`src/core_config.svh`:
```
`ifndef CORE_CONFIG_SVH
`define CORE_CONFIG_SVH

// entries in each register file.
`define CORE_NREGS 32

// first instruction address after reset.
`define CORE_RESET_PC 32'h0000_0000

// instruction bus address width.
`define CORE_AXI_ADDR_W 32

// longest serial shift, in cycles after the start pulse.
`define CORE_MAX_SHIFT_LAT 32

`endif

```
`src/inst_fetcher.sv`:
```
`include "core_config.svh"

module inst_fetcher
	(
	input  logic                        clk_i,
	input  logic                        reset_i,
	input  logic                        fetch_req_i,
	input  logic [`CORE_AXI_ADDR_W-1:0] fetch_addr_i,
	output logic                        fetch_done_o,
	output logic [31:0]                 fetch_word_o,
	output logic                        fetch_fault_o,
	output logic                        m_arvalid_o,
	input  logic                        m_arready_i,
	output logic [`CORE_AXI_ADDR_W-1:0] m_araddr_o,
	input  logic                        m_rvalid_i,
	output logic                        m_rready_o,
	input  logic [31:0]                 m_rdata_i,
	input  logic [1:0]                  m_rresp_i
	);

	typedef enum logic [1:0] {S_IDLE, S_ADDR, S_DATA} fetch_state_e;

	fetch_state_e state_q;
	logic [`CORE_AXI_ADDR_W-1:0] addr_q;

	always_ff @(posedge clk_i) begin
		if (reset_i) begin
			state_q <= S_IDLE;
		end else begin
			case (state_q)
				S_IDLE: begin
					if (fetch_req_i)
						state_q <= S_ADDR;
				end
				S_ADDR: begin
					if (m_arready_i)
						state_q <= S_DATA;
				end
				S_DATA: begin
					if (m_rvalid_i)
						state_q <= S_IDLE;
				end
				default: state_q <= S_IDLE;
			endcase
		end
	end

	always_ff @(posedge clk_i) begin
		if (state_q == S_IDLE && fetch_req_i)
			addr_q <= fetch_addr_i;
	end

	assign m_arvalid_o = (state_q == S_ADDR);
	assign m_araddr_o = addr_q;
	assign m_rready_o = (state_q == S_DATA);

	// the read beat itself completes the fetch.
	assign fetch_done_o = (state_q == S_DATA) && m_rvalid_i;
	assign fetch_word_o = m_rdata_i;
	// anything but OKAY is a fault.
	assign fetch_fault_o = (m_rresp_i != 2'b00);

	a_araddr_hold: assert property (@(posedge clk_i) disable iff (reset_i)
		m_arvalid_o && !m_arready_i |=> m_arvalid_o && $stable(m_araddr_o));

	a_req_when_idle: assert property (@(posedge clk_i) disable iff (reset_i)
		fetch_req_i |-> state_q == S_IDLE);

endmodule

```
`config.mk`:
```
export PLATFORM = sky130hd
export DESIGN_NAME = inst_fetcher
export DESIGN_NICKNAME = d
export VERILOG_FILES = /design/src/inst_fetcher.sv
export VERILOG_INCLUDE_DIRS = /design/src
export SDC_FILE = /design/constraint.sdc
export NUM_CORES = 1
export LEC_CHECK = 0
export BUFFER_PORTS_ARGS = -buffer_cell sky130_fd_sc_hd__buf_2
export CORE_ASPECT_RATIO = 0.5
export CORE_MARGIN = 4
export CORE_UTILIZATION = 36
export CTS_BUF_LIST = sky130_fd_sc_hd__clkbuf_8
export DETAILED_ROUTE_END_ITERATION = 12
export GPL_ROUTABILITY_DRIVEN = 0
export PLACE_DENSITY = 0.83
export SYNTH_ARGS = -nofsm -noshare
export SYNTH_HDL_FRONTEND = slang
export SYNTH_SLANG_ARGS = --single-unit
```
`constraint.sdc`:
```
create_clock -name clk_i -period 4.43 [get_ports clk_i]
set_input_delay 0.886 -clock clk_i [delete_from_list [all_inputs] [get_ports clk_i]]
set_output_delay 0.886 -clock clk_i [all_outputs]
set_load 0.02 [all_outputs]
```
==> results of run 1 <==
==> power groups by stage <==
stage	Combinational (µW)	Clock, µW	Sequential, µW
2_1_floorplan	56.0	0	419
3_3_place_gp	79.1	0	390
3_5_place_dp	81.1	0	391
4_1_cts	81.2	204	384
5_1_grt	85.4	218	386
6_report	79.8	197	384
==> sequential cells by signal, summed over array words and instances (netlist names) <==
signal	flops
m_araddr_o	32
state_q	2
==> worst min-delay path by stage <==
stage	from	endpoint	slack [ps]	cells past startpoint
after CTS	state_q[1]$_SDFFE_PP0P_	state_q[0]$_SDFFE_PP0P_	500	1
final	state_q[1]$_SDFFE_PP0P_	state_q[0]$_SDFFE_PP0P_	500	1
after detailed placement	state_q[1]$_SDFFE_PP0P_	state_q[0]$_SDFFE_PP0P_	500	1
after floorplan	state_q[1]$_SDFFE_PP0P_	state_q[0]$_SDFFE_PP0P_	450	1
after global placement	state_q[1]$_SDFFE_PP0P_	state_q[0]$_SDFFE_PP0P_	480	1
after global routing	state_q[1]$_SDFFE_PP0P_	state_q[0]$_SDFFE_PP0P_	550	1
==> per-layer routing <==
layer | share of wire | global-route usage
met3 | 0.15 | 0.0763
met5 | 0 | 0
met2 | 0.57 | 0.232
met1 | 0.27 | 0.0730
met4 | 0.014 | 0.0408
==> through the flow <==
step,utilization,cell area [µm²]
2_1_floorplan,-,1320
6_report,0.462,1600
4_1_cts,0.462,1600
3_3_place_gp,0.439,1520
5_1_grt,0.462,1600
3_5_place_dp,0.439,1520
==> cell usage in the layout, fill, tap and decap left out, types with 2 or more instances in the layout <==
cell type | netlist | layout
buf_2 | 0 | 74
clkbuf_8 | 0 | 5
dfxtp_1 | 2 | 2
edfxtp_1 | 32 | 32
inv_1 | 1 | 4
nand2b_1 | 2 | 2
nor2b_2 | 2 | 2
==> worst max-delay path, cell delays in order <==
cell   delay, ps
buf_2         90
or2_2        290
buf_2        160
==> cells by family (layout without fill, tap and decap cells) <==
kind of cell           after synthesis  after routing  synth area share
buffers and inverters               33             84             0.185
AND/OR/NAND/NOR                      8              8            0.0408
flip-flops                          34             34             0.760
AO/OA/AOI/OAI                        2              2            0.0142
==> final cells by class <==
cell class / count / area [µm²]
fillers: 310 / 1870
flip-flops and latches: 34 / 1000
repair buffers: 75 / 378
multi-input cells: 10 / 77.6
clock buffers: 5 / 68.8
well taps: 51 / 63.8
clock inverters: 3 / 11.3
inverters: 1 / 3.75
==> impl_results.md, run 1 <==
* Clock Tree Buf Depth at 2
* Startpoint Class: input pin
* Synth Flop Type: edfxtp_1
* Critical Path AT at 1430 ps
* Global route overflow at 0
* Netlist cell types at 12
* RSZ-0062 raised after global routing: false
* DRC at 0
* Vias in the first global route at 766
* WS Path Type: input pin to output pin
* First-pass GRT wire length at 3860 µm
* Dpl ws at approximately 1900 ps
* Root Buffer Master: clkbuf_8
* Initial antenna violation count at 0
* Cell Rows at 15
* CTS sink count at 34
* Outcome: completed
* Placed Cells at between 150 and 200
* Crit. Startpoint: m_rresp_i[1]
* Register area share after synthesis at 0.760
* NetSw at roughly 150 µW
* Setup ws final at 2110 ps
* Hold-fix buffers, CTS at 0
* Worst hold path class: flop to flop
* Die width at 93.6 µm
* Post-Syn Area at around 1300 µm²
* Flops & latches, synth at 34
* Routed WL per cell at 15.3 µm
* Count of cells resized by post-cts repair at 0
* Worst R2R Setup Slack at 2540 ps
* Gate power share at 0.121
* FF-to-FF Start: state_q[0]$_SDFFE_PP0P_
* Largest cells by area after synthesis: edfxtp_1 (73%), buf_4 (18%), dfxtp_1 (3.0%), nor2b_2 (1.3%), nand2b_1 (0.95%)
* CTS tree: done
* Finish-stage setup viols at 0
* Internal power at ~500 µW
* Tcrit/Tclk final at 0.523
* Pwr Total at approximately 660 µW
* Cell taking the most area after synthesis: edfxtp_1
* Most frequent cells after synthesis: buf_4 (32), edfxtp_1 (32), dfxtp_1 (2), nand2b_1 (2), nor2b_2 (2)
* Area grow syn2layout at 21.7%
* CTS Buf Count at 5
* DR vias at around 730
* FF-to-FF path depth at 2
* I/O Buffers at 74
* Syn nets at 148
* CP required at 3540 ps
* Die height at 50.8 µm
* Yosys top cell area share at 0.729
* Max-Cap Viols at 0
* Share of cells above drive strength 1 at 0.664
* DR iter-0 viols at 19
* Biggest fanout along the worst timing path at 1
* Cells after Synth at 77
* Clock transition at path regs at 60 ps
* Hold slack at 497 ps
* Nets@finish at 198
* CTS H-tree lvls at 2
* Switching part of the total power at 0.225
* Min Tclk post-route at approximately 2300 ps
* RR Endpoint: m_araddr_o[28]$_DFFE_PP_
* Fmax at 0.431 GHz
* Die area at around 4800 µm²
* Leakage power at 0.000712 µW
* Post-synth EDFFs at 32
* Total GRT Usage at 0.111
* Slew @ Worst Pin at 978 ps
* Worst rel slew slack at 0.345
* Post-CTS Repair Setup Buffers at 0
* Core Area at 3470 µm²
* CP Capture Type: output pin
* Clock network power share at 0.299
* Final slew viol count at 0
* Ys async rst share at 0
* Critical path endpoint: fetch_fault_o
* Largest net degree at the start of global routing at 20
* Finished Layout Cells at 179
* Power Dens Cells at 412 nW/µm²
* Clock latency on the worst-skew pair at 270 ps
* Seq pwr share at 0.581
* Fin. Hold Viols at 0
* Final Skew at 4.98 ps
* DR pass1 iterations at 4
* Synthesized area per cell at 17.1 µm²
* WL final at 2740 µm
* ANT cells at 0
* Initial core utilization at 0.379
* Routed vias/inst at 4.10
* Peak VDD IR at 163 µV
* Post-route ant nets at 0
* Synth warn at 0
* Setup TNS at 0 ps
* I/O Pins at 139
Power figures use the tool's default switching activity.
==> run 2: changes to the inputs <==
clock period = 2.2 ns   (was 4.43 ns; I/O delays follow)
==> impl_results.md, run 2 (same netlist as run 1, synthesis figures left out) <==
* Outcome: completed (unchanged)
* Count of cells resized by post-cts repair at 0 (unchanged)
* DR pass1 iterations at 3 (was 4)
* Worst hold start: fetch_addr_i[19] (was state_q[1]$_SDFFE_PP0P_)
* Final slew viol count at 0 (unchanged)
* RR Endpoint: m_araddr_o[29]$_DFFE_PP_ (was m_araddr_o[28]$_DFFE_PP_)
* Placed Cells at 171 (unchanged)
* Clock Tree Buf Depth at 2 (unchanged)
* Post-route ant nets at 0 (unchanged)
* Initial antenna violation count at 0 (unchanged)
* Post-CTS Repair Setup Buffers at 0 (unchanged)
* DP HPWL at 2070 µm
* CTS tree: done (unchanged)
* Fin util at 0.464 (was 0.462)
* Routed WL per cell at 14.5 µm (was 15.3 µm)
* Die area at 4750 µm² (unchanged)
* Power Dens Cells at 834 nW/µm² (was 412 nW/µm²)
* Met1 wire length at 799 µm (was 749 µm)
* WS Path Type: flop to output pin (was input pin to output pin)
* Hold endpoint: m_araddr_o[19]$_DFFE_PP_ (was state_q[0]$_SDFFE_PP0P_)
* RSZ-0062 raised after global routing: false (unchanged)
* Worst rel slew slack at 0.746 (was 0.345)
* First-pass GRT wire length at 3570 µm (was 3860 µm)
* Metal2 WL at 1380 µm (was 1550 µm)
* Most frequent cells in the layout: buf_2 (74), edfxtp_1 (32), clkbuf_8 (5) (unchanged)
* Initial core utilization at 0.379 (unchanged)
* Finished Layout Cells at 179 (unchanged)
* Startpoint Class: flop (was input pin)
* Tcrit/Tclk final at 0.748
* Finish-stage setup viols at 0 (unchanged)
* FF-to-FF Start: state_q[0]$_SDFFE_PP0P_ (unchanged)
* Area grow syn2layout at 22.3% (was 21.7%)
* CP required at 1760 ps (was 3540 ps)
* Hold slack at 335 ps (was 497 ps)
* CTS Buf Count at 5 (unchanged)
* CTS sink count at 34 (unchanged)
* Global route overflow at 0 (unchanged)
* Routed length on met3 at 360 µm (was 403 µm)
* I/O Pins at 139 (unchanged)
* Max reg flops at 32 (unchanged)
* Slew @ Worst Pin at 382 ps (was 978 ps)
* Clock latency on the worst-skew pair at 270 ps (about the same)
* I/O Buffers at 74 (unchanged)
* DR vias at 732 (was 734)
* ANT cells at 0 (unchanged)
* Vias in the first global route at 743 (was 766)
* WL final at 2600 µm (was 2740 µm)
* FF-to-FF path depth at 2 (unchanged)
* Fin. Hold Viols at 0 (unchanged)
* Clock transition at path regs at 60 ps (about the same)
* Min Tclk post-route at ~1600 ps
* Final Skew at 3.61 ps (was 4.98 ps)
* Worst hold path class: input pin to flop (was flop to flop)
* Pwr Total at 1340 µW (was 661 µW)
* Hold Crit Depth at 1 (unchanged)
* Die height at 50.8 µm (unchanged)
* Largest net degree at the start of global routing at 33 (was 20)
* DR iter-0 viols at 36 (was 19)
* Root Buffer Master: clkbuf_8 (unchanged)
* Max-Cap Viols at 0 (unchanged)
* CP Capture Type: output pin (unchanged)
* Routed vias/inst at 4.09 (was 4.10)
* Biggest fanout along the worst timing path at 4 (was 1)
* Hold-fix buffers, CTS at 0 (unchanged)
* Fmax at 0.608 GHz
* Highest metal used: met4 (unchanged)
* CTS H-tree lvls at 2 (unchanged)
* Worst R2R Setup Slack at 910 ps (was 2540 ps)
* Share of cells above drive strength 1 at 0.672 (was 0.664)
* Leakage power at 0.000708 µW (was 0.000712 µW)
* Nets@finish at 198 (unchanged)
* Critical Path AT at 1210 ps (was 1430 ps)
* Core Area at 3470 µm² (unchanged)
* Setup TNS at 0 ps (unchanged)
* Peak VDD IR at 249 µV (was 163 µV)
* Cell Rows at 15 (unchanged)
* Total GRT Usage at 0.104 (was 0.111)
* Die width at 93.6 µm (unchanged)
* Most common cell after layout, fill and taps aside: buf_2 (unchanged)
* DRC at 0 (unchanged)
## run 2: cell type report
class | count | area (µm²)
Inverter | 1 | 3.75
Sequential cell | 34 | 1000
Tap cell | 51 | 63.8
Timing Repair Buffer | 75 | 378
Multi-Input combinational cell | 10 | 83.8
Clock inverter | 3 | 12.5
Clock buffer | 5 | 68.8
Fill cell | 312 | 1860
## run 2: through the flow
step / setup WS, ps / cell area, µm²
2_1_floorplan: 52.9 / 1320
3_3_place_gp: 770 / 1530
3_5_place_dp: 769 / 1530
4_1_cts: 550 / 1610
5_1_grt: 480 / 1610
6_report: 555 / 1610
## run 2: how the worst max path moves through the flow
| stage | start | endpoint | slack (ps) | cells past startpoint |
|---|---|---|---|---|
| after global placement | m_rresp_i[1] | fetch_fault_o | 770 | 3 |
| final | state_q[1]$_SDFFE_PP0P_ | fetch_done_o | 550 | 3 |
| after floorplan | fetch_req_i | m_araddr_o[0]$_DFFE_PP_ | 50 | 1 |
| after CTS | state_q[1]$_SDFFE_PP0P_ | fetch_done_o | 550 | 3 |
| after global routing | state_q[1]$_SDFFE_PP0P_ | fetch_done_o | 480 | 3 |
| after detailed placement | m_rresp_i[1] | fetch_fault_o | 770 | 3 |
## run 2: worst max-delay path, cell delays in order (launching register included)
cell and delay (ps):
dfxtp_1 420, nor2b_2 210, and2_1 140, buf_2 160
## run 2: report_power, final
group	leakage, µW	switching, µW	internal, µW
Combinational	0.000339	101	60.7
Sequential	0.000323	12.7	762
Clock	0.0000468	197	212
## run 2: routing by layer
layer	track usage	vias up
li1	-	337
met1	0.0825	321
met2	0.188	60
met3	0.0629	14
met4	0.0719	0
met5	0	-
