$ cat src/core_config.svh
`ifndef CORE_CONFIG_SVH
`define CORE_CONFIG_SVH

// entries in each register file.
`define CORE_NREGS 32

// first instruction address after reset.
`define CORE_RESET_PC 32'h0000_0000

// instruction bus address width.
`define CORE_AXI_ADDR_W 32

// longest serial shift, in cycles after the start pulse.
`define CORE_MAX_SHIFT_LAT 32

`endif

$ cat src/core_pkg.sv
package core_pkg;

	typedef enum logic [5:0] {
		ADD     = 6'h00,
		SUB     = 6'h01,
		AND     = 6'h02,
		OR      = 6'h03,
		XOR     = 6'h04,
		SLT     = 6'h05,
		SLL     = 6'h06,
		SRL     = 6'h07,
		SRA     = 6'h08,
		ADDI    = 6'h09,
		ORI     = 6'h0a,
		LUI     = 6'h0b,
		BEQ     = 6'h0c,
		BNE     = 6'h0d,
		J       = 6'h0e,
		MTF     = 6'h0f,
		MFF     = 6'h10,
		FMOV    = 6'h11,
		FNEG    = 6'h12,
		FABS    = 6'h13,
		ILLEGAL = 6'h3e,
		HALT    = 6'h3f
	} opcode_e;

	typedef enum logic [2:0] {
		INIT,
		FETCH,
		DECODE,
		EXEC,
		HALTED
	} ctrl_state_e;

	// fields of one instruction word, plus which file it writes.
	typedef struct packed {
		opcode_e     op;
		logic [4:0]  rs;
		logic [4:0]  rt;
		logic [4:0]  rd;
		logic [4:0]  shift5;
		logic [15:0] const16;
		logic [25:0] addr26;
		logic        dest_general;
		logic        dest_float;
	} decoded_s;

	typedef struct packed {
		logic [31:0] value;
		logic [31:0] next_pc;
		logic [4:0]  dest;
		logic        dest_general;
		logic        dest_float;
		logic        halt;
	} exec_result_s;

	// one record per retired instruction.
	typedef struct packed {
		logic [31:0] pc;
		logic [31:0] instruction;
		logic [4:0]  dest;
		logic        wrote_general;
		logic        wrote_float;
		logic [31:0] value;
	} trace_s;

endpackage

$ cat src/executor.sv
`include "core_config.svh"

module executor
	(
	input  logic                     clk_i,
	input  logic                     reset_i,
	input  logic                     start_i,
	input  core_pkg::decoded_s       decoded_i,
	input  logic [31:0]              gen_op_i [3],
	input  logic [31:0]              flt_op_i [3],
	input  logic [31:0]              pc_i,
	output logic                     done_o,
	output core_pkg::exec_result_s   result_o
	);
	import core_pkg::*;

	logic        busy_q;
	logic [4:0]  cnt_q;
	logic [31:0] acc_q;
	logic        is_shift;
	logic        serial;
	logic        taken;
	logic [31:0] pc_plus4;
	logic [31:0] sext16;
	logic [31:0] alu_value;

	function automatic logic [31:0] shift_one(opcode_e op, logic [31:0] v);
		case (op)
			SLL:     shift_one = {v[30:0], 1'b0};
			SRL:     shift_one = {1'b0, v[31:1]};
			default: shift_one = {v[31], v[31:1]};
		endcase
	endfunction

	assign is_shift = decoded_i.op inside {SLL, SRL, SRA};
	// a shift by zero finishes like any other op.
	assign serial = is_shift && (decoded_i.shift5 != 5'd0);
	assign pc_plus4 = pc_i + 32'd4;
	assign sext16 = {{16{decoded_i.const16[15]}}, decoded_i.const16};
	assign taken = (decoded_i.op == BEQ) ? (gen_op_i[0] == gen_op_i[1]) :
		(decoded_i.op == BNE) ? (gen_op_i[0] != gen_op_i[1]) : 1'b0;

	always_comb begin
		case (decoded_i.op)
			ADD:           alu_value = gen_op_i[0] + gen_op_i[1];
			SUB:           alu_value = gen_op_i[0] - gen_op_i[1];
			AND:           alu_value = gen_op_i[0] & gen_op_i[1];
			OR:            alu_value = gen_op_i[0] | gen_op_i[1];
			XOR:           alu_value = gen_op_i[0] ^ gen_op_i[1];
			SLT:           alu_value = {31'd0, $signed(gen_op_i[0]) < $signed(gen_op_i[1])};
			SLL, SRL, SRA: alu_value = gen_op_i[1];
			ADDI:          alu_value = gen_op_i[0] + sext16;
			ORI:           alu_value = gen_op_i[0] | {16'd0, decoded_i.const16};
			LUI:           alu_value = {decoded_i.const16, 16'd0};
			MTF:           alu_value = gen_op_i[0];
			MFF, FMOV:     alu_value = flt_op_i[0];
			FNEG:          alu_value = {~flt_op_i[0][31], flt_op_i[0][30:0]};
			FABS:          alu_value = {1'b0, flt_op_i[0][30:0]};
			default:       alu_value = 32'd0;
		endcase
	end

	always_ff @(posedge clk_i) begin
		if (reset_i) begin
			busy_q <= 1'b0;
			cnt_q <= 5'd0;
		end else if (start_i && serial) begin
			busy_q <= 1'b1;
			cnt_q <= decoded_i.shift5 - 5'd1;
		end else if (busy_q) begin
			if (cnt_q == 5'd0)
				busy_q <= 1'b0;
			else
				cnt_q <= cnt_q - 5'd1;
		end
	end

	// first bit moves on the start cycle, one more per cycle after.
	always_ff @(posedge clk_i) begin
		if (start_i)
			acc_q <= shift_one(decoded_i.op, gen_op_i[1]);
		else if (busy_q)
			acc_q <= shift_one(decoded_i.op, acc_q);
	end

	assign done_o = (start_i && !serial) || (busy_q && cnt_q == 5'd0);

	always_comb begin
		result_o.value = busy_q ? acc_q : alu_value;
		result_o.dest = (decoded_i.op inside {ADDI, ORI, LUI}) ? decoded_i.rt : decoded_i.rd;
		result_o.dest_general = decoded_i.dest_general;
		result_o.dest_float = decoded_i.dest_float;
		result_o.halt = decoded_i.op inside {HALT, ILLEGAL};
		if (taken)
			result_o.next_pc = pc_plus4 + {sext16[29:0], 2'b00};
		else if (decoded_i.op == J)
			result_o.next_pc = {pc_plus4[31:28], decoded_i.addr26, 2'b00};
		else
			result_o.next_pc = pc_plus4;
	end

	a_done_bound: assert property (@(posedge clk_i) disable iff (reset_i)
		start_i |-> ##[0:`CORE_MAX_SHIFT_LAT] done_o);

endmodule

$ cat config.mk
export PLATFORM = sky130hd
export DESIGN_NAME = executor
export DESIGN_NICKNAME = d
export VERILOG_FILES = /design/src/core_pkg.sv /design/src/executor.sv
export VERILOG_INCLUDE_DIRS = /design/src
export SDC_FILE = /design/constraint.sdc
export NUM_CORES = 1
export LEC_CHECK = 0
export BUFFER_PORTS_ARGS = -buffer_cell sky130_fd_sc_hd__buf_2
export CORE_ASPECT_RATIO = 1.25
export CORE_UTILIZATION = 30
export DETAILED_ROUTE_END_ITERATION = 10
export PLACE_DENSITY_LB_ADDON = 0.2
export SYNTH_ARGS = -nofsm -noshare
export SYNTH_HDL_FRONTEND = slang
export SYNTH_SLANG_ARGS = --single-unit
$ cat constraint.sdc
create_clock -name clk_i -period 3.6 [get_ports clk_i]
set_input_delay 0 -clock clk_i [delete_from_list [all_inputs] [get_ports clk_i]]
set_output_delay 0 -clock clk_i [all_outputs]
set_load 0.02 [all_outputs]
==> results of run 1 <==
==> cell usage after synthesis, drive strengths merged, types with 6 or more instances <==
cell / instances / area [um2]
or2: 8 / 50.1
a221oi: 35 / 307
and3: 11 / 68.8
a2111oi: 6 / 52.6
nor2b: 15 / 93.8
xnor2: 72 / 631
a41oi: 7 / 61.3
a21oi: 161 / 813
a31oi: 13 / 81.3
o31ai: 14 / 120
a211oi: 8 / 60.1
a21o: 48 / 360
mux2i: 28 / 280
o21bai: 11 / 82.6
a222oi: 27 / 270
edfxtp: 32 / 961
inv: 120 / 450
nand4: 18 / 113
nor2: 129 / 492
a22oi: 14 / 105
nand2b: 20 / 125
nor3: 21 / 105
nand3: 48 / 240
xor2: 24 / 210
or3: 8 / 50.1
o21a: 11 / 82.6
clkbuf: 65 / 244
mux4: 30 / 676
dfxtp: 6 / 120
nor4: 20 / 146
o211ai: 21 / 158
o21ai: 91 / 455
buf: 14 / 90.1
o22ai: 6 / 37.5
and2: 12 / 75.1
mux2: 21 / 236
ha: 165 / 2060
nand2: 95 / 359
==> final timing paths <==
path | end | slack [ns] | cells after the start
max | result_o[69] | 0.03 | 18
min | result_o[1] | 0.000009 | 0
max reg2reg | cnt_q[4]$_SDFFE_PP0P_ | 1.07 | 8
min reg2reg | cnt_q[0]$_SDFFE_PP0P_ | 0.48 | 2
==> metal layers <==
metal,vias to the layer above,GRT usage [%]
met3,146,3.85
li1,6539,-
met4,10,12.4
met5,-,0
met2,606,47.2
met1,6647,31.0
==> worst max-delay path, delay by kind of cell <==
family	cells	cell delay [ns]
compound gates	7	1.18
simple gates	5	1.14
buf+inv	4	0.64
fa+ha+maj	1	0.30
mux	1	0.29
==> where the power goes <==
group          switching, uW  leakage [uW]  internal, uW
combinational           1160       0.00686           908
clock                    251     0.0000796           302
sequential              40.5      0.000364           523
total                   1450       0.00730          1730
==> timing repair <==
item,in CTS,in global routing
resized for setup,35,60
hold buffers,2,0
gates cloned,1,0
hold endpoints to repair,6,0
setup buffers,3,7
setup endpoints to repair,16,21
pin swaps,9,30
==> flip-flops by register name (all words and copies together), names as in the netlist <==
register,flops
acc_q,32
cnt_q,5
busy_q,1
==> cell usage in the layout (no fill, tap or decap), types with 11 or more instances in the layout <==
cell,synthesis,routed
a21o_1,48,48
a21oi_1,159,154
a221oi_1,35,33
a222oi_1,27,27
a22oi_1,14,14
a31oi_1,13,12
and2_1,12,12
buf_2,6,257
buf_4,2,215
edfxtp_1,32,32
ha_1,165,155
inv_1,120,120
mux2_2,21,21
mux2i_1,28,28
mux4_2,30,30
nand2_1,94,93
nand2b_1,20,20
nand3_1,48,46
nand4_1,18,18
nor2_1,128,121
nor2b_1,15,13
nor3_1,21,17
nor4_1,18,13
o211ai_1,21,21
o21a_1,11,11
o21ai_0,88,80
xnor2_1,72,65
xor2_1,24,24
==> per-stage QoR <==
step / instance area, um2 / utilization, %
global placement: 14800 / 38.8
finish: 15500 / 40.9
global route: 15500 / 40.8
floorplan: 11600 / -
detailed placement: 14800 / 38.8
CTS: 15200 / 39.9
==> final cells by class <==
class,instances,area share (%)
inverter,120,2.90
antenna,3,0.0483
timing repair buffer,478,19.4
multi-input combinational,1285,65.7
tap,492,3.96
clock buffer,7,0.990
sequential,38,6.96
clock inverter,1,0.0403
==> cells by family (layout without fill, tap and decap cells) <==
kind of cell	count (synthesis)	after routing	share of synthesized area, %
adders and majority gates	168	168	18.4
other	0	3	0
DFF	38	38	9.35
buffers and inverters	199	606	6.79
and+or+nand+nor	422	422	17.8
xor gates and xnor gates	96	96	7.27
muxes	79	79	10.3
AOI/OAI and AO/OA	520	520	30.1
==> metrics.md, run 1 <==
| Metric | Value |
|---|---|
| Relative slew slack | `between 30% and 40%` |
| Routed vias/inst | `~5.8` |
| Grt ovf | `0` |
| Hold Vio Cnt, Final | `0` |
| Clk root buf | `clkbuf_16` |
| Largest stage delay, worst path | `about 0.41 ns` |
| TritonRoute pass-1 iters | `10` |
| Mapped Area | `11,600 um2` |
| Die H | `about 220 um` |
| Post-synthesis sequential area ratio | `9.35%` |
| Cells after Synth | `~1,500` |
| Final setup viols | `0` |
| HP Start | `decoded_i[0]` |
| Skew-Pair Late Insertion Delay | `0.32 ns` |
| RD Place Congestion | `0.951` |
| Fillers | `roughly 4,000` |
| Worst path slowest cell | `or4_1` |
| Area of the multi-input gates | `10,200 um2` |
| Post-route setup TNS | `0 ns` |
| Max-cap violations | `0` |
| Storage cell area | `around 1100 um2` |
| Met2 WL | `26,700 um` |
| Cell Rows | `80` |
| CTS tree | `yes` |
| Worst Hold Class | `input pin to output pin` |
| DRT antenna net count | `0` |
| Critical Path Source Type | `input pin` |
| Fmax | `between 200 and 300 MHz` |
| Final period util | `between 90 and 100%` |
| Top cell by count, worst path | `a41oi_2` |
| Yosys warnings | `0` |
| Share of layout cells above drive strength 1 | `32.6%` |
| Crit path DAT | `~3.6 ns` |
| R2R Path Start | `busy_q$_SDFF_PP0_` |
| Post-synth EDFFs | `32` |
| Port-buffer cells | `264` |
| Final Max Slew Viols | `0` |
| Min Tclk post-route | `between 3 and 4 ns` |
| # H-tree levels | `2` |
| Largest net degree at the start of global routing | `slightly below 60` |
| CTS Buf Count | `5` |
| Pleak | `roughly 0.0073 uW` |
| CP required | `3.60 ns` |
| Starting Density | `between 30% and 40%` |
| Seq cells post-synth | `38` |
| Critical path class | `input pin to output pin` |
| Via count | `about 14,000` |
| Post-detail-place hpwl | `between 40,000 and 50,000 um` |
| Remaining DRCs | `0` |
| Status | `finished clean` |
| Cell Pwr Density | `roughly 200 nW/um2` |
| First-pass GRT wire length | `about 80,000 um` |
| Detailed-route wire length | `about 54,000 um` |
| Drt wl/cell | `between 20 and 25 um` |
| Die X | `~180 um` |
| Placed cells | `about 2,400` |
| Worst-Margin Slew | `about 0.94 ns` |
| Syn_area_per_cell | `about 7.6 um2` |
| I/O pins | `370` |
| Final std cells w/o fill | `between 2,000 and 2,500` |
| TritonCTS sink count | `38` |
| RSZ-0062 raised after global routing | `true` |
| Crit path capture type | `output pin` |
| Synth unique cells | `75` |
| CTS Buffer Depth | `2` |
| PnR worst setup slack | `~0.030 ns` |
| Post-synth ARST share | `0%` |
| GRT Util Overall | `26.6%` |
| Met1 wire length | `between 20,000 and 25,000 um` |
| Die area | `about 40,000 um2` |
| Initial antenna violation count | `8` |
| Crit path from | `decoded_i[66]` |
| DR iter-0 viols | `about 880` |
| Tot Pwr | `about 3200 uW` |
| Core ar. | `about 38,000 um2` |
| Mapped Nets | `between 1,500 and 2,000` |
| VDD IR-drop max | `~0.17 mV` |
| Primary FF master, synth | `edfxtp_1` |
| CP Max Fanout | `8` |
| Highest metal used | `met5` |
| Area growth syn-to-layout | `34.4%` |
| Crit-path cells | `buf_2 -> nor2b_4 -> nand3_4 -> buf_12 -> mux2_2 -> ha_4 -> nand4_1 -> nor3b_4 -> o21ai_4 -> a41oi_2 -> buf_4 -> a41oi_2 -> a21oi_2 -> a41o_1 -> a41oi_2 -> or4_1 -> o211ai_1 -> buf_4` |
| Nets | `about 2,400` |
| Vias in the first global route | `14,000` |
| Clock skew | `around 0.01 ns` |
| Hold slack | `between 0.000008 and 0.000009 ns` |
| Met3 wire length | `3500 um` |
| Pre-CTS setup slack | `-0.428 ns` |
(Power assumes the default switching activity.)
==> inputs of run 2 (changes only) <==
--- a/config.mk
+++ b/config.mk
@@ -7,7 +7,7 @@
 export NUM_CORES = 1
 export LEC_CHECK = 0
 export BUFFER_PORTS_ARGS = -buffer_cell sky130_fd_sc_hd__buf_2
-export CORE_ASPECT_RATIO = 1.25
+export CORE_ASPECT_RATIO = 0.7
 export CORE_UTILIZATION = 30
 export DETAILED_ROUTE_END_ITERATION = 10
 export PLACE_DENSITY_LB_ADDON = 0.2
==> metrics.md, run 2 (same netlist as run 1, synthesis figures left out) <==
| Metric | Value |
|---|---|
| Status | `finished clean (unchanged)` |
| Cell Pwr Density | `208 nW/um2 (was 205 nW/um2)` |
| Clk root buf | `clkbuf_16 (unchanged)` |
| DRT antenna net count | `0 (unchanged)` |
| Share of layout cells above drive strength 1 | `33.8% (was 32.6%)` |
| Initial antenna violation count | `5 (was 8)` |
| Top Registers | `acc_q: 32 flops, cnt_q: 5 flops, busy_q: 1 flops (unchanged)` |
| Detailed-route wire length | `55,400 um (was 53,800 um)` |
| Worst path slowest cell | `or4_1 (unchanged)` |
| Skew-Pair Late Insertion Delay | `0.33 ns (was 0.32 ns)` |
| Die H | `166 um (was 221 um)` |
| CP required | `3.60 ns (about the same)` |
| TritonRoute pass-1 iters | `6 (was 10)` |
| Crit path capture type | `output pin (unchanged)` |
| Nets | `2,414 (was 2,393)` |
| CTS Buf Count | `5 (unchanged)` |
| Final setup viols | `0 (unchanged)` |
| Top cell by count, worst path | `a41oi_2 (unchanged)` |
| Remaining DRCs | `0 (unchanged)` |
| R2r setup slk | `1.52 ns (was 1.07 ns)` |
| VDD IR-drop max | `0.205 mV (was 0.172 mV)` |
| Final period util | `97.6% (was 99.2%)` |
| Fmax | `285 MHz (was 280 MHz)` |
| Die X | `237 um (was 178 um)` |
| Via count | `14,200 (was 13,900)` |
| Post-route setup TNS | `0 ns (unchanged)` |
| GRT Util Overall | `27.0% (was 26.6%)` |
| Pleak | `0.00745 uW (was 0.00730 uW)` |
| Top reg by flops | `acc_q (unchanged)` |
| CP Max Fanout | `6 (was 8)` |
| Cell Rows | `59 (was 80)` |
| Port-buffer cells | `264 (unchanged)` |
| CTS tree | `yes (unchanged)` |
| Vias in the first global route | `13,400 (was 14,000)` |
| Largest net degree at the start of global routing | `59 (unchanged)` |
| Critical path class | `input pin to output pin (unchanged)` |
| Max-cap violations | `0 (unchanged)` |
| Critical path buffers and inverters | `4 (unchanged)` |
| I/O pins | `370 (unchanged)` |
| Worst-Margin Slew | `1.00 ns (was 0.940 ns)` |
| Hold Vio Cnt, Final | `0 (unchanged)` |
| Routed vias/inst | `5.80 (was 5.75)` |
| Starting Density | `30.8% (was 30.4%)` |
| Min Tclk post-route | `3.51 ns (was 3.57 ns)` |
| Number of flip-flops under the largest register name | `32 (unchanged)` |
| Pre-CTS setup slack | `-0.293 ns (was -0.428 ns)` |
| # H-tree levels | `2 (unchanged)` |
| Commonest non-fill, non-tap cell in the layout | `buf_2 (unchanged)` |
| Final Max Slew Viols | `0 (unchanged)` |
| CTS Buffer Depth | `2 (unchanged)` |
| Crit path DAT | `3.51 ns (was 3.57 ns)` |
| Worst Hold Class | `input pin to output pin (unchanged)` |
| Crit-path cells | `buf_2 -> nor2b_4 -> nand3_4 -> buf_12 -> buf_12 -> mux2_4 -> ha_4 -> and3_4 -> nor3b_2 -> o21ai_2 -> a41oi_2 -> a41oi_2 -> a21oi_4 -> a41o_1 -> a41oi_2 -> or4_1 -> o211ai_1 -> buf_4 (was buf_2 -> nor2b_4 -> nand3_4 -> buf_12 -> mux2_2 -> ha_4 -> nand4_1 -> nor3b_4 -> o21ai_4 -> a41oi_2 -> buf_4 -> a41oi_2 -> a21oi_2 -> a41o_1 -> a41oi_2 -> or4_1 -> o211ai_1 -> buf_4)` |
| RD Place Congestion | `0.970 (was 0.951)` |
| Post-detail-place hpwl | `44,100 um (was 43,000 um)` |
| Largest stage delay, worst path | `0.41 ns (about the same)` |
| Clock skew | `0.0127 ns (was 0.00998 ns)` |
| Core ar. | `37,600 um2 (was 38,000 um2)` |
| First-pass GRT wire length | `81,700 um (was 80,300 um)` |
| Fillers | `3,836 (was 3,950)` |
| TritonCTS sink count | `38 (unchanged)` |
| Grt ovf | `0 (unchanged)` |
| DR iter-0 viols | `1,443 (was 882)` |
| Die area | `39,300 um2 (about the same)` |
| Hold slack | `0.0000343 ns (was 0.00000882 ns)` |
| Area growth syn-to-layout | `37.2% (was 34.4%)` |
| Most frequent cells in the layout | `buf_2 (254), buf_4 (227), a21oi_1 (151), ha_1 (151), nor2_1 (121) (was buf_2 (257), buf_4 (215), ha_1 (155))` |
| PnR worst setup slack | `0.0869 ns (was 0.0304 ns)` |
| Crit path max-delay family | `compound AO/OA/AOI/OAI gates (unchanged)` |
| Drt wl/cell | `22.7 um (was 22.2 um)` |
| Critical Path Source Type | `input pin (unchanged)` |
| Relative slew slack | `33.2% (was 37.4%)` |
## run 2: cell count changes in the layout (fill, tap and decap cells not counted), sizes merged
cell and delta:
diode +3, clkbuf +2, buf +20, inv -1
## run 2: stage by stage
| stage | power (uW) | cell area [um2] | util [%] | std cells |
|---|---|---|---|---|
| 6_report | 3300 | 15900 | 42.2 | 2444 |
| 5_1_grt | 3500 | 15800 | 42.2 | 2440 |
| 3_3_place_gp | 2510 | 15000 | 39.8 | 2415 |
| 4_1_cts | 3190 | 15400 | 40.9 | 2432 |
| 3_5_place_dp | 2530 | 15000 | 39.8 | 2415 |
| 2_1_floorplan | 1690 | 11600 | - | 1522 |
## run 2: layout make-up
| class | count | area, um2 | area share, % |
|---|---|---|---|
| diodes | 6 | 15.0 | 0.0947 |
| well taps | 488 | 611 | 3.85 |
| flip-flops and latches | 38 | 1080 | 6.83 |
| repair buffers | 499 | 3260 | 20.6 |
| inverters | 120 | 450 | 2.84 |
| multi-input cells | 1285 | 10200 | 64.6 |
| clock buffers | 8 | 189 | 1.19 |
## run 2: final timing paths
kind,startpoint,end,cells past startpoint
max reg2reg,busy_q$_SDFF_PP0_,acc_q[1]$_DFFE_PP_,4
min reg2reg,cnt_q[0]$_SDFFE_PP0P_,cnt_q[0]$_SDFFE_PP0P_,2
min,decoded_i[1],result_o[2],0
max,decoded_i[65],result_o[69],18
## run 2: per-layer routing
layer / GRT usage [%] / routed length (um)
met4: 3.95 / 639
met1: 40.5 / 26400
met3: 7.08 / 5910
met5: 0 / 13
met2: 38.4 / 22400
## run 2: where the power goes
group          switching, uW  total, uW  leakage, uW  internal [uW]
sequential              41.4        564     0.000364            523
combinational           1180       2120      0.00699            938
clock                    253        615    0.0000935            362
## run 2: repair_timing
item	in CTS	in global routing
setup buffers	7	5
hold buffers	2	0
gates resized for setup	36	78
hold endpoints to repair	6	0
pin swaps	8	43
endpoints found under the setup margin	16	40
cloned	0	1
==> inputs of run 3 (changes only) <==
--- a/config.mk
+++ b/config.mk
@@ -6,6 +6,7 @@
 export SDC_FILE = /design/constraint.sdc
 export NUM_CORES = 1
 export LEC_CHECK = 0
+export ABC_AREA = 1
 export BUFFER_PORTS_ARGS = -buffer_cell sky130_fd_sc_hd__buf_2
 export CORE_ASPECT_RATIO = 0.7
 export CORE_UTILIZATION = 30
==> constraint.sdc (replaced) <==
create_clock -name clk_i -period 3.6 [get_ports clk_i]
set_input_delay 0.36 -clock clk_i [delete_from_list [all_inputs] [get_ports clk_i]]
set_output_delay 0.36 -clock clk_i [all_outputs]
set_load 0.02 [all_outputs]
==> metrics.md, run 3 <==
| Metric | Value |
|---|---|
| RSZ-0062 raised after global routing | `true` |
| Via count | `19,500 (was 14,200)` |
| Seq cells post-synth | `38 (unchanged)` |
| R2R Path Start | `busy_q$_SDFF_PP0_ (unchanged)` |
| Yosys warnings | `0 (unchanged)` |
| Area of the multi-input gates | `12,800 um2 (was 10,200 um2)` |
| Met2 Use GR | `39.8% (was 38.4%)` |
| Mapped Area | `14,100 um2 (was 11,600 um2)` |
| Clock transition at path regs | `about 0.06 ns` |
| Die X | `261 um (was 237 um)` |
| Critical path class | `input pin to output pin (unchanged)` |
| Number of flip-flops under the largest register name | `32 (unchanged)` |
| Syn_area_per_cell | `5.39 um2 (was 7.60 um2)` |
| Placed cells | `3,697 (was 2,415)` |
| Commonest non-fill, non-tap cell in the layout | `nand2_1 (was buf_2)` |
| Fmax | `282 MHz (was 285 MHz)` |
| CTS tree | `yes (unchanged)` |
| Synth unique cells | `54 (was 75)` |
| RD Place Congestion | `1.06 (was 0.970)` |
| TritonCTS sink count | `38 (unchanged)` |
| Nets | `3,575 (was 2,414)` |
| # H-tree levels | `2 (unchanged)` |
| Vias in the first global route | `17,300 (was 13,400)` |
| Pleak | `0.0108 uW (was 0.00745 uW)` |
| Remaining DRCs | `9 (was 0)` |
| Primary FF master, synth | `edfxtp_1 (unchanged)` |
| Largest net degree at the start of global routing | `68 (was 59)` |
| Skew-Pair Late Insertion Delay | `0.29 ns (was 0.33 ns)` |
| GRT Util Overall | `30.8% (was 27.0%)` |
| Drt wl/cell | `20.8 um (was 22.7 um)` |
| GR Layer Usage met3 | `8.77% (was 7.08%)` |
| R2r setup slk | `1.07 ns (was 1.52 ns)` |
| Initial antenna violation count | `6 (was 5)` |
| Post-synth top cells | `nand2_1 (845), inv_1 (426), nor2_1 (240), nand3_1 (168), ha_1 (165) (was ha_1 (165), a21oi_1 (159), nor2_1 (128), inv_1 (120), nand2_1 (94))` |
| Worst-Margin Slew | `0.972 ns (was 1.00 ns)` |
| Die area | `47,900 um2 (was 39,300 um2)` |
| Die H | `183 um (was 166 um)` |
| Fillers | `5,097 (was 3,836)` |
| Starting Density | `30.4% (was 30.8%)` |
| Min Tclk post-route | `3.54 ns (was 3.51 ns)` |
| VDD IR-drop max | `0.153 mV (was 0.205 mV)` |
| Failing checks | `DRC` |
| Critical Path Source Type | `input pin (unchanged)` |
| Final setup viols | `0 (unchanged)` |
| Grt met1 use | `49.3% (was 40.5%)` |
| TritonRoute pass-1 iters | `9 (was 6)` |
| Hold Vio Cnt, Final | `0 (unchanged)` |
| GRT busiest layer | `met1 (unchanged)` |
| Post-route setup TNS | `0 ns (unchanged)` |
| Port-buffer cells | `264 (unchanged)` |
| Relative slew slack | `35.1% (was 33.2%)` |
| Post-detail-place hpwl | `65,700 um (was 44,100 um)` |
| Grt ovf | `0 (unchanged)` |
| I/O pins | `370 (unchanged)` |
| Share of layout cells above drive strength 1 | `30.2% (was 33.8%)` |
| Worst Hold Class | `input pin to flip-flop (was input pin to output pin)` |
| Crit path from | `decoded_i[69] (was decoded_i[65])` |
| Mapped Nets | `3,083 (was 1,987)` |
| Final Max Slew Viols | `0 (unchanged)` |
| Count leader, synth | `nand2_1 (was ha_1)` |
| Core ar. | `46,400 um2 (was 37,600 um2)` |
| Storage cell area | `1080 um2 (about the same)` |
| R2R Path End | `acc_q[0]$_DFFE_PP_ (was acc_q[1]$_DFFE_PP_)` |
| Cell Pwr Density | `190 nW/um2 (was 208 nW/um2)` |
| Most frequent cells in the layout | `nand2_1 (774), inv_1 (409), buf_4 (295) (was buf_2 (254), buf_4 (227), a21oi_1 (151), ha_1 (151), nor2_1 (121))` |
| Post-synth EDFFs | `32 (unchanged)` |
| First-pass GRT wire length | `110,000 um (was 81,700 um)` |
| CP Max Fanout | `13 (was 6)` |
| Top reg by flops | `acc_q (unchanged)` |
| Synth area leader | `nand2_1 (was ha_1)` |
| Top Registers | `acc_q: 32 flops, cnt_q: 5 flops, busy_q: 1 flops (unchanged)` |
| DR iter-0 viols | `2,097 (was 1,443)` |
| Post-synth ARST share | `0% (unchanged)` |
| Cells on worst reg2reg path | `4 (unchanged)` |
| Crit path to | `result_o[55] (was result_o[69])` |
| Detailed-route wire length | `77,400 um (was 55,400 um)` |
| CTS Buf Count | `5 (unchanged)` |
| Largest cells by area after synthesis | `nand2_1 (22%), ha_1 (15%), inv_1 (11%) (was ha_1 (18%), edfxtp_1 (8.3%), a21oi_1 (6.9%))` |
| DRT antenna net count | `0 (unchanged)` |
| Cell Rows | `66 (was 59)` |
| Area growth syn-to-layout | `43.6% (was 37.2%)` |
| CTS Buffer Depth | `2 (unchanged)` |
| Final period util | `98.3% (was 97.6%)` |
| CP required | `3.24 ns (was 3.60 ns)` |
| Routed vias/inst | `5.24 (was 5.80)` |
| Post-synthesis sequential area ratio | `7.66% (was 9.35%)` |
| Final std cells w/o fill | `3,729 (was 2,444)` |
| Crit path capture type | `output pin (unchanged)` |
| Yosys top cell area share | `22.5% (was 17.9%)` |
| Cells after Synth | `2,618 (was 1,522)` |
| Clk root buf | `clkbuf_16 (unchanged)` |
| Crit path DAT | `3.18 ns (was 3.51 ns)` |
| Clock skew | `0.00824 ns (was 0.0127 ns)` |
| Max-cap violations | `0 (unchanged)` |
| Status | `finished with violations (was finished clean)` |
-- run 3: changes by cell type after synthesis, sizes merged, moves of 39 or more --
cell,change
nand3,+124
nand2,+763
o21ai,+107
xnor2,-57
nor2,+120
inv,+317
a21o,-39
-- run 3: final cells by class --
cell class | count | share of cell area [%]
flip-flops and latches | 38 | 5.33
inverters | 439 | 8.21
diodes | 6 | 0.0741
multi-input cells | 2070 | 63.4
clock inverters | 3 | 0.340
well taps | 612 | 3.78
repair buffers | 556 | 18.3
clock buffers | 5 | 0.617
-- run 3: cells by family (layout without fill, tap and decap cells) --
family	count (synthesis)	after routing	synth area share (%)
AND/OR/NAND/NOR	1413	1413	42.4
buffers and inverters	510	1003	14.3
AO/OA/AOI/OAI	442	442	17.6
adder cells (fa/ha/maj)	168	168	15.1
XOR/XNOR	42	42	2.61
flip-flops	38	38	7.66
multiplexers	5	5	0.399
other	0	6	0
-- run 3: timing repair --
item,in CTS,in global routing
buffers inserted,0,20
gates resized for setup,86,383
endpoints found under the setup margin,39,53
hold buffers,0,0
pin swaps,10,110
-- run 3: power breakdown --
group | total [uW] | switching (uW) | internal [uW]
logic | 2720 | 1680 | 1050
clock network | 597 | 198 | 399
registers | 534 | 19.1 | 515
total | 3860 | 1900 | 1960
-- run 3: routing by layer --
layer  vias to the layer above  part of all wire (%)
met5                         -                     0
met4                         0                   1.3
met3                        55                    12
met2                       880                    37
met1                      9170                    50
li1                       9423                     -
-- run 3: worst min-delay path by stage --
stage	endpoint	from	depth (start not counted)	slack, ns
5_1_grt	busy_q$_SDFF_PP0_	reset_i	2	0.32
3_5_place_dp	cnt_q[0]$_SDFFE_PP0P_	cnt_q[0]$_SDFFE_PP0P_	2	0.55
4_1_cts	busy_q$_SDFF_PP0_	reset_i	2	0.30
2_1_floorplan	busy_q$_SDFF_PP0_	reset_i	1	0.43
3_3_place_gp	cnt_q[1]$_SDFFE_PP0P_	cnt_q[1]$_SDFFE_PP0P_	2	0.55
6_report	busy_q$_SDFF_PP0_	reset_i	2	0.31
-- run 3: critical path: stages --
cell and delay, ns:
buf_2 0.13, inv_2 0.08, nand2_4 0.06, nor2_4 0.13
nand2_4 0.10, buf_12 0.16, buf_6 0.14, nand2_1 0.05
o21ai_1 0.09, ha_1 0.37, nand2_2 0.10, inv_1 0.05
nand2_1 0.09, inv_1 0.07, a21oi_2 0.14, nand2_2 0.10
a21oi_1 0.12, o21ai_0 0.09, buf_4 0.17, nand3_1 0.13
nand2_1 0.07, o21ai_0 0.15, buf_2 0.24
-- run 3: through the flow --
step           setup slack [ns]  hold slack (ns)  util, %  total power, uW  cell area [um2]
3_3_place_gp             -0.370            0.554     38.7             2830            17900
4_1_cts                 -0.0270            0.304     39.8             3500            18500
6_report                 0.0595            0.308     43.7             3860            20300
2_1_floorplan             0.172            0.432        -             1780            14100
3_5_place_dp             -0.270            0.549     38.7             2840            17900
5_1_grt                 -0.0987            0.324     43.7             4090            20300
